File: config.mk
export PLATFORM = sky130hd
export DESIGN_NAME = eth_10g_pcs_top
export DESIGN_NICKNAME = d
export VERILOG_FILES = /design/src/source/pcs_pkg.sv /design/src/source/eth_10g_pcs_top.sv /design/src/source/pcs_block_lock.sv /design/src/source/pcs_reset_seq.sv /design/src/source/pcs_rx_descrambler.sv /design/src/source/pcs_tx_path.sv
export SDC_FILE = /design/constraint.sdc
export NUM_CORES = 1
export LEC_CHECK = 0
export BUFFER_PORTS_ARGS = -buffer_cell sky130_fd_sc_hd__clkbuf_2
export CAP_MARGIN = 20
export CORE_UTILIZATION = 40
export CTS_CLUSTER_DIAMETER = 40
export DETAILED_ROUTE_END_ITERATION = 6
export PLACE_DENSITY_LB_ADDON = 0.05
export SLEW_MARGIN = 20
export SYNTH_ARGS = -nofsm -noshare
export SYNTH_HDL_FRONTEND = slang
export SYNTH_SLANG_ARGS = --single-unit
File: constraint.sdc
create_clock -name clk_gtx_tx -period 4.2 [get_ports clk_gtx_tx]
set_input_delay 0.21 -clock clk_gtx_tx [delete_from_list [all_inputs] [get_ports clk_gtx_tx]]
set_output_delay 0.21 -clock clk_gtx_tx [all_outputs]
set_load 0.1 [all_outputs]
File: src/source/pcs_pkg.sv
`default_nettype none

package pcs_pkg;

    // One transceiver word per clock
    typedef logic [31:0] pcs_word_t;

    // 64b/66b sync header, 01 for data, 10 for control
    typedef logic [1:0] sync_header_t;

    typedef logic [7:0] block_type_t;

    // Scrambler history, newest bit in position 0
    typedef logic [57:0] scr_state_t;

    localparam sync_header_t SH_DATA = 2'b01;
    localparam sync_header_t SH_CTRL = 2'b10;

    // x^39 and x^58 taps of x^58 + x^39 + 1
    localparam int SCR_TAP_A = 38;
    localparam int SCR_TAP_B = 57;

    localparam scr_state_t SCR_SEED = '1;

    // Block type 0x1E bit-reversed into the top byte
    localparam pcs_word_t IDLE_CTRL_WORD = 32'h7800_0000;

    typedef struct packed {
        pcs_word_t    data;
        sync_header_t header;
        logic         data_valid;
        logic         header_valid;
    } pcs_rx_word_t;

    typedef struct packed {
        logic qpll_lock;
        logic rx_reset_done;
        logic tx_reset_done;
    } gt_status_t;

    typedef struct packed {
        logic qpll_reset;
        logic gtx_reset;
        logic userrdy;
        logic tx_seqstart;
    } gt_ctrl_t;

    // One bit through the self-synchronous scrambler
    // Descramble mode shifts the line bit into the history instead of the result
    function automatic logic scr_step(
        input  logic       in_bit,
        input  scr_state_t state,
        input  logic       descramble,
        output scr_state_t next_state
    );
        logic out_bit;
        out_bit = in_bit ^ state[SCR_TAP_A] ^ state[SCR_TAP_B];
        if (descramble) begin
            next_state = {state[56:0], in_bit};
        end else begin
            next_state = {state[56:0], out_bit};
        end
        return out_bit;
    endfunction

endpackage

`default_nettype wire

File: src/source/eth_10g_pcs_top.sv
`timescale 1ns/1ps
`default_nettype none

module eth_10g_pcs_top #(
    parameter int LOCK_COUNT    = 64,
    parameter int INVALID_LIMIT = 16,
    parameter int SLIP_WAIT     = 32
) (
    input  wire                        clk_gtx_tx,
    input  wire                        i_rst_n,
    // Transceiver status and controls
    input  wire pcs_pkg::gt_status_t   i_gt_status,
    output wire pcs_pkg::gt_ctrl_t     o_gt_ctrl,
    // TX side
    input  wire                        i_tx_gearbox_ready,
    output wire pcs_pkg::pcs_word_t    o_tx_data,
    // RX side
    input  wire pcs_pkg::pcs_rx_word_t i_rx,
    output wire pcs_pkg::pcs_rx_word_t o_rx,
    output wire pcs_pkg::block_type_t  o_block_type,
    output wire                        o_block_lock,
    output wire                        o_rxslip
);

    pcs_reset_seq reset_seq_u (
        .clk_gtx_tx  (clk_gtx_tx),
        .i_rst_n     (i_rst_n),
        .i_gt_status (i_gt_status),
        .o_gt_ctrl   (o_gt_ctrl)
    );

    pcs_tx_path tx_path_u (
        .clk_gtx_tx         (clk_gtx_tx),
        .i_rst_n            (i_rst_n),
        .i_tx_gearbox_ready (i_tx_gearbox_ready),
        .i_tx_seqstart      (o_gt_ctrl.tx_seqstart),
        .o_tx_data          (o_tx_data)
    );

    pcs_rx_descrambler rx_descrambler_u (
        .clk_gtx_tx   (clk_gtx_tx),
        .i_rst_n      (i_rst_n),
        .i_rx         (i_rx),
        .o_rx         (o_rx),
        .o_block_type (o_block_type)
    );

    // Lock watches the raw headers from the transceiver
    pcs_block_lock #(
        .LOCK_COUNT    (LOCK_COUNT),
        .INVALID_LIMIT (INVALID_LIMIT),
        .SLIP_WAIT     (SLIP_WAIT)
    ) block_lock_u (
        .clk_gtx_tx   (clk_gtx_tx),
        .i_rst_n      (i_rst_n),
        .i_rx         (i_rx),
        .o_block_lock (o_block_lock),
        .o_rxslip     (o_rxslip)
    );

endmodule

`default_nettype wire

File: src/source/pcs_block_lock.sv
`timescale 1ns/1ps
`default_nettype none

module pcs_block_lock #(
    parameter int LOCK_COUNT    = 64,
    parameter int INVALID_LIMIT = 16,
    parameter int SLIP_WAIT     = 32
) (
    input  wire                        clk_gtx_tx,
    input  wire                        i_rst_n,
    input  wire pcs_pkg::pcs_rx_word_t i_rx,
    output logic                       o_block_lock,
    output logic                       o_rxslip
);

    localparam int CNT_W  = $clog2(LOCK_COUNT + 1);
    localparam int WAIT_W = $clog2(SLIP_WAIT + 1);

    localparam logic [CNT_W-1:0]  SH_LAST   = CNT_W'(LOCK_COUNT - 1);
    localparam logic [CNT_W-1:0]  INV_LAST  = CNT_W'(INVALID_LIMIT - 1);
    localparam logic [WAIT_W-1:0] WAIT_LAST = WAIT_W'(SLIP_WAIT - 1);

    typedef enum logic [1:0] {
        UNLOCKED,
        SLIP_WAIT_ST,
        LOCKED
    } lock_state_t;

    lock_state_t       state;
    logic [CNT_W-1:0]  sh_cnt;
    logic [CNT_W-1:0]  inv_cnt;
    logic [WAIT_W-1:0] wait_cnt;
    logic              sh_ok;

    assign sh_ok = (i_rx.header == pcs_pkg::SH_DATA) || (i_rx.header == pcs_pkg::SH_CTRL);

    always_ff @(posedge clk_gtx_tx or negedge i_rst_n) begin
        if (!i_rst_n) begin
            state        <= UNLOCKED;
            sh_cnt       <= '0;
            inv_cnt      <= '0;
            wait_cnt     <= '0;
            o_block_lock <= 1'b0;
            o_rxslip     <= 1'b0;
        end else begin
            o_rxslip <= 1'b0;
            case (state)
                UNLOCKED: begin
                    if (i_rx.header_valid) begin
                        if (!sh_ok) begin
                            o_rxslip <= 1'b1;
                            sh_cnt   <= '0;
                            wait_cnt <= '0;
                            state    <= SLIP_WAIT_ST;
                        end else if (sh_cnt == SH_LAST) begin
                            // Full run of good headers
                            o_block_lock <= 1'b1;
                            sh_cnt       <= '0;
                            inv_cnt      <= '0;
                            state        <= LOCKED;
                        end else begin
                            sh_cnt <= sh_cnt + 1'b1;
                        end
                    end
                end
                // Give the transceiver time to apply the slip
                SLIP_WAIT_ST: begin
                    wait_cnt <= wait_cnt + 1'b1;
                    if (wait_cnt == WAIT_LAST) begin
                        sh_cnt <= '0;
                        state  <= UNLOCKED;
                    end
                end
                LOCKED: begin
                    if (i_rx.header_valid) begin
                        if (!sh_ok && inv_cnt == INV_LAST) begin
                            // Too many bad headers in this window
                            o_block_lock <= 1'b0;
                            o_rxslip     <= 1'b1;
                            sh_cnt       <= '0;
                            inv_cnt      <= '0;
                            wait_cnt     <= '0;
                            state        <= SLIP_WAIT_ST;
                        end else if (sh_cnt == SH_LAST) begin
                            sh_cnt  <= '0;
                            inv_cnt <= '0;
                        end else begin
                            sh_cnt <= sh_cnt + 1'b1;
                            if (!sh_ok) begin
                                inv_cnt <= inv_cnt + 1'b1;
                            end
                        end
                    end
                end
                default: begin
                    state <= UNLOCKED;
                end
            endcase
        end
    end

endmodule

`default_nettype wire

File: src/source/pcs_reset_seq.sv
`timescale 1ns/1ps
`default_nettype none

module pcs_reset_seq (
    input  wire                 clk_gtx_tx,
    input  wire                 i_rst_n,
    input  wire pcs_pkg::gt_status_t i_gt_status,
    output pcs_pkg::gt_ctrl_t   o_gt_ctrl
);

    typedef enum logic [1:0] {
        PLL_RESET,
        GTX_RESET,
        USR_RDY,
        DONE
    } reset_state_t;

    reset_state_t state;

    always_ff @(posedge clk_gtx_tx or negedge i_rst_n) begin
        if (!i_rst_n) begin
            state                 <= PLL_RESET;
            o_gt_ctrl.qpll_reset  <= 1'b1;
            o_gt_ctrl.gtx_reset   <= 1'b1;
            o_gt_ctrl.userrdy     <= 1'b0;
            o_gt_ctrl.tx_seqstart <= 1'b0;
        end else begin
            case (state)
                // Hold both resets for one cycle
                PLL_RESET: begin
                    o_gt_ctrl.qpll_reset <= 1'b1;
                    o_gt_ctrl.gtx_reset  <= 1'b1;
                    state                <= GTX_RESET;
                end
                // Release the QPLL and wait for lock
                GTX_RESET: begin
                    o_gt_ctrl.qpll_reset <= 1'b0;
                    if (i_gt_status.qpll_lock) begin
                        o_gt_ctrl.gtx_reset <= 1'b0;
                        state               <= USR_RDY;
                    end
                end
                USR_RDY: begin
                    o_gt_ctrl.userrdy <= 1'b1;
                    // Both directions out of reset, start the TX gearbox
                    if (i_gt_status.rx_reset_done && i_gt_status.tx_reset_done) begin
                        o_gt_ctrl.tx_seqstart <= 1'b1;
                        state                 <= DONE;
                    end
                end
                DONE: begin
                    state <= DONE;
                end
            endcase
        end
    end

endmodule

`default_nettype wire

File: src/source/pcs_rx_descrambler.sv
`timescale 1ns/1ps
`default_nettype none

module pcs_rx_descrambler (
    input  wire                       clk_gtx_tx,
    input  wire                       i_rst_n,
    input  wire pcs_pkg::pcs_rx_word_t i_rx,
    output pcs_pkg::pcs_rx_word_t     o_rx,
    output pcs_pkg::block_type_t      o_block_type
);

    localparam int WORD_W = $bits(pcs_pkg::pcs_word_t);

    pcs_pkg::scr_state_t  scr_state;
    pcs_pkg::scr_state_t  scr_next;
    pcs_pkg::pcs_word_t   descr_word;
    pcs_pkg::block_type_t type_rev;

    // History takes the line bits, so the descrambler self-synchronizes
    always_comb begin : descramble
        pcs_pkg::scr_state_t st;
        pcs_pkg::scr_state_t nxt;
        st = scr_state;
        for (int i = 0; i < WORD_W; i++) begin
            descr_word[i] = pcs_pkg::scr_step(i_rx.data[i], st, 1'b1, nxt);
            st = nxt;
        end
        scr_next = st;
    end

    always_ff @(posedge clk_gtx_tx or negedge i_rst_n) begin
        if (!i_rst_n) begin
            scr_state <= pcs_pkg::SCR_SEED;
            o_rx      <= '0;
        end else begin
            // Header and strobes stay aligned with their data word
            o_rx.header       <= i_rx.header;
            o_rx.data_valid   <= i_rx.data_valid;
            o_rx.header_valid <= i_rx.header_valid;
            if (i_rx.data_valid) begin
                o_rx.data <= descr_word;
                scr_state <= scr_next;
            end
        end
    end

    // First byte of the block arrives bit-reversed in the top byte
    assign type_rev = {<<{o_rx.data[31:24]}};

    always_ff @(posedge clk_gtx_tx or negedge i_rst_n) begin
        if (!i_rst_n) begin
            o_block_type <= '0;
        end else if (o_rx.header_valid) begin
            if (o_rx.header == pcs_pkg::SH_CTRL) begin
                o_block_type <= type_rev;
            end else if (o_rx.header == pcs_pkg::SH_DATA) begin
                o_block_type <= '0;
            end
        end
    end

endmodule

`default_nettype wire

File: src/source/pcs_tx_path.sv
`timescale 1ns/1ps
`default_nettype none

module pcs_tx_path (
    input  wire                clk_gtx_tx,
    input  wire                i_rst_n,
    input  wire                i_tx_gearbox_ready,
    input  wire                i_tx_seqstart,
    output pcs_pkg::pcs_word_t o_tx_data
);

    localparam int WORD_W = $bits(pcs_pkg::pcs_word_t);

    logic                gearbox_ready_q;
    logic                tx_ready;
    logic                toggle;
    pcs_pkg::pcs_word_t  pattern;
    pcs_pkg::pcs_word_t  scr_word;
    pcs_pkg::scr_state_t scr_state;
    pcs_pkg::scr_state_t scr_next;

    // Gearbox ready stretched by one cycle, only after sequence start
    assign tx_ready = (i_tx_gearbox_ready | gearbox_ready_q) & i_tx_seqstart;

    always_ff @(posedge clk_gtx_tx or negedge i_rst_n) begin
        if (!i_rst_n) begin
            gearbox_ready_q <= 1'b0;
        end else begin
            gearbox_ready_q <= i_tx_gearbox_ready;
        end
    end

    // Alternate the idle control word and an all zero word
    always_ff @(posedge clk_gtx_tx or negedge i_rst_n) begin
        if (!i_rst_n) begin
            toggle  <= 1'b0;
            pattern <= '0;
        end else if (tx_ready) begin
            toggle <= ~toggle;
            if (toggle) begin
                pattern <= '0;
            end else begin
                pattern <= pcs_pkg::IDLE_CTRL_WORD;
            end
        end
    end

    // Bit 0 goes through the scrambler first
    always_comb begin : scramble
        pcs_pkg::scr_state_t st;
        pcs_pkg::scr_state_t nxt;
        st = scr_state;
        for (int i = 0; i < WORD_W; i++) begin
            scr_word[i] = pcs_pkg::scr_step(pattern[i], st, 1'b0, nxt);
            st = nxt;
        end
        scr_next = st;
    end

    always_ff @(posedge clk_gtx_tx or negedge i_rst_n) begin
        if (!i_rst_n) begin
            scr_state <= pcs_pkg::SCR_SEED;
            o_tx_data <= '0;
        end else if (tx_ready) begin
            scr_state <= scr_next;
            o_tx_data <= scr_word;
        end
    end

endmodule

`default_nettype wire

==> impl_metrics.yaml <==
run_status:
  status: "complete, no violations"
worst_setup_path:
  cp-end-kind: "register"
  cp_slowest_cell: "a41oi_1"
  cp-startpoint: "block_lock_u.state[1]"
  timing.critical_path.buf_inv: 1
  path_depth: 7
  r2r_cells: 7
  critical_path_class: "register to register"
  arrival_ns: 2.76
  crit_fanout: 12
  crit_chain: "inv_1 > ha_1 > nor3_1 > a41o_1 > a41oi_1 > nor3_1 > a211o_1"
  cp-start-kind: "register"
  r2r-start: "block_lock_u.state[1]"
  cpLargestDelayFamily: "compound AO/OA/AOI/OAI gates"
  max_stage_delay_ns: 0.67
  cp.required_ns: 4.57
  cpMostUsedCell: "nor3_1"
cts:
  cts_sinks: 224
  insertion_delay_ns: 0.51
  post-cts-setup-buffers: 0
  path_clk_slew_ns: 0.05
  numCtsBuffers: 38
  cts-root-buf: "clkbuf_16"
  clockBufferDepth: 3
  cts_resized: 0
  cts_tree: "yes"
  ctsHoldBuffers: 39
  cts_htree_levels: 2
min_path:
  worstHoldPathCells: 2
  hold_path_class: "input port to register"
  min_from: "i_rx[25]"
timing:
  tightestPinTransition_ns: 0.8836
  finalHoldViolations: 0
  worst_hold_slack_ns: 0.01336
  max_freq_mhz: 419.2
  skew_ns: 0.01644
  min_period_ns: 2.386
  setup_viol_count_final: 0
  tns_ns: 0
  max_slew_margin: 0.4032
  period_share: 0.5680
  slew_violations: 0
  layout_setup_ws_ns: 1.814
  grt_setup_unrepaired: "false"
synth:
  ys_ff_latch: 224
  synth_mux_area_frac: 0.1044
  synth_fp_nets: 901
  yosys.area_share.adder: 0.01031
  synth_simple_gate_area_share: 0.1267
  syn_inst: 851
  synth_xor_area_frac: 0.09820
  syn_area_um2: 9709
  yosys_warnings: 0
  ys_types: 46
  synth-compound-area-share: 0.04884
  synth_top_family_by_area: "simple AND/OR/NAND/NOR gates"
  synth.avg_cell_area_um2: 11.41
  synth-seq-area-share: 0.5925
routing:
  vias: 6438
  via_per_inst: 4.686
  drt-pass1-iter-count: 4
  wire_per_inst_um: 14.41
  routed_wl_mm: 19.80
  drtAntennaViolNets: 0
  drt-initial-drc-count: 337
  drc_errors: 0
pwr:
  pwr_density_cell_nw_per_um2: 869.9
  ir_drop_mv: 0.4670
  finalPower_mw: 10.76
  power.leakage_nw: 5.456
floorplanning:
  rows: 56
  io_pins: 124
  die-area_um2: 24900
  core_area_um2: 23610
  die_y_um: 157.8
  die_w_um: 157.8
  start_util: 0.4112
final_layout:
  n_antenna_cell: 0
  fin_nets: 1075
  multi_input_area_um2: 3784
  fillers: 2160
  final_cells: 1374
  regArea_um2: 5753
  drive_gt1_frac: 0.3886
  area_growth_pct: 27.36
global_routing:
  grt_pass1_vias: 6475
  grt_start_max_net_pins: 100
  antenna_found_initial: 0
  grt_overflow: 0
  grt_first_pass_wirelength_mm: 33.07
  gr-usage-all-layers: 0.1684
place:
  hpwl_mm: 12.64
  portBuffers: 123
  routabilityCongestion: 0.7464
  dp_slack_ns: 1.853
  dpl.cell_count: 1265
run:
  max-cap-violations: 0
registers in the layout (all words and copies together) (netlist names), 2 cells and up:
signal and flops:
rx_descrambler_u.scr_state 58, tx_path_u.scr_state 58, rx_descrambler_u.o_rx 36, tx_path_u.o_tx_data 32, rx_descrambler_u.o_block_type 8, block_lock_u.inv_cnt 7
block_lock_u.sh_cnt 7, block_lock_u.wait_cnt 6, reset_seq_u.o_gt_ctrl 4, block_lock_u.state 2, reset_seq_u.state 2
through the flow:
step           utilization  cell area [µm²]
6_report            0.5237            12370
5_1_grt             0.5237            12370
4_1_cts             0.5237            12370
3_5_place_dp        0.4512            10650
3_3_place_gp        0.4512            10650
2_1_floorplan            -             9709
report_power, final:
part           switching (mW)  total, mW  internal, mW
Combinational            3.05       4.02         0.964
Sequential              0.518       3.61          3.09
Clock                    1.06       3.13          2.07
cell families (layout without fill, tap and decap cells):
logic type,after synthesis,in the layout
DFF,224,224
xor gates and xnor gates,108,108
muxes,90,90
buffers and inverters,46,250
and+or+nand+nor,305,305
adders and majority gates,8,8
AOI/OAI and AO/OA,70,70
per-layer routing:
layer / global-route usage / part of all wire
met1: 0.2393 / 0.50
met3: 0.03531 / 0.043
met2: 0.2501 / 0.43
met5: 0 / 0
met4: 0.06611 / 0.022
cell usage in the layout, fill, tap and decap left out, types with 2 or more instances in the layout:
master	count
nor2_1	154
clkbuf_2	121
dfstp_2	118
nand2_1	113
dfrtp_1	106
mux2_2	90
xnor2_1	70
clkbuf_16	41
dlygate4sd3_1	39
xor2_1	37
o21ai_0	19
nand3_1	13
a21o_1	13
inv_1	12
a21oi_1	12
nor3_1	10
ha_1	8
clkinv_2	7
buf_4	7
clkbuf_8	6
clkinvlp_4	5
o31ai_1	4
or4_1	4
clkbuf_1	4
o211ai_1	3
a2bb2oi_1	3
clkinv_4	3
bufinv_16	3
or3_4	2
or3_1	2
a41o_1	2
a211o_1	2
Yosys cell counts (all sizes together):
cell	instances	area, µm²
nor2b	1	6.260
nand2b	1	6.260
buf	9	46.29
o21ai	20	100.1
xnor2	70	613.1
o21a	2	15.01
dfrtp	106	2653
a21o	13	97.59
a41oi	1	8.760
o211ai	3	22.52
nor2	154	578.1
inv	12	45.04
a41o	2	20.02
mux2	90	1013
dfstp	118	3100
a211o	2	17.52
a22o	1	8.760
a21bo	1	10.01
nand3	13	65.06
nand4b	1	8.760
or3	4	35.03
nor3	10	50.05
nand4	1	6.260
nor3b	1	7.510
a21oi	14	85.09
o31a	1	8.760
clkbuf	25	93.84
xor2	38	340.3
or2	1	6.260
o2111ai	1	8.760
ha	8	100.1
a2bb2oi	3	26.28
o21bai	1	7.510
and3	1	6.260
nand2	113	424.2
or4	4	30.03
o31ai	4	30.03
a211oi	1	7.510
final cells by class:
type                            instances  share of cell area
Timing Repair Buffer                  168             0.08601
Clock buffer                           51             0.09086
Clock inverter                         19             0.01599
Inverter                               12            0.003643
Tap cell                              319             0.03228
Sequential cell                       224              0.4652
Multi-Input combinational cell        581              0.3060
worst paths after layout:
path,endpoint,slack [ns]
hold reg to reg,tx_path_u.scr_state[33],0.45
min in group asynchronous,rx_descrambler_u.o_rx[16],0.31
max in group asynchronous,block_lock_u.wait_cnt[2],2.78
hold / removal,rx_descrambler_u.scr_state[10],0.01
setup reg to reg,block_lock_u.wait_cnt[2],1.81
setup / recovery,block_lock_u.wait_cnt[2],1.81
Power figures use the tool's default switching activity.
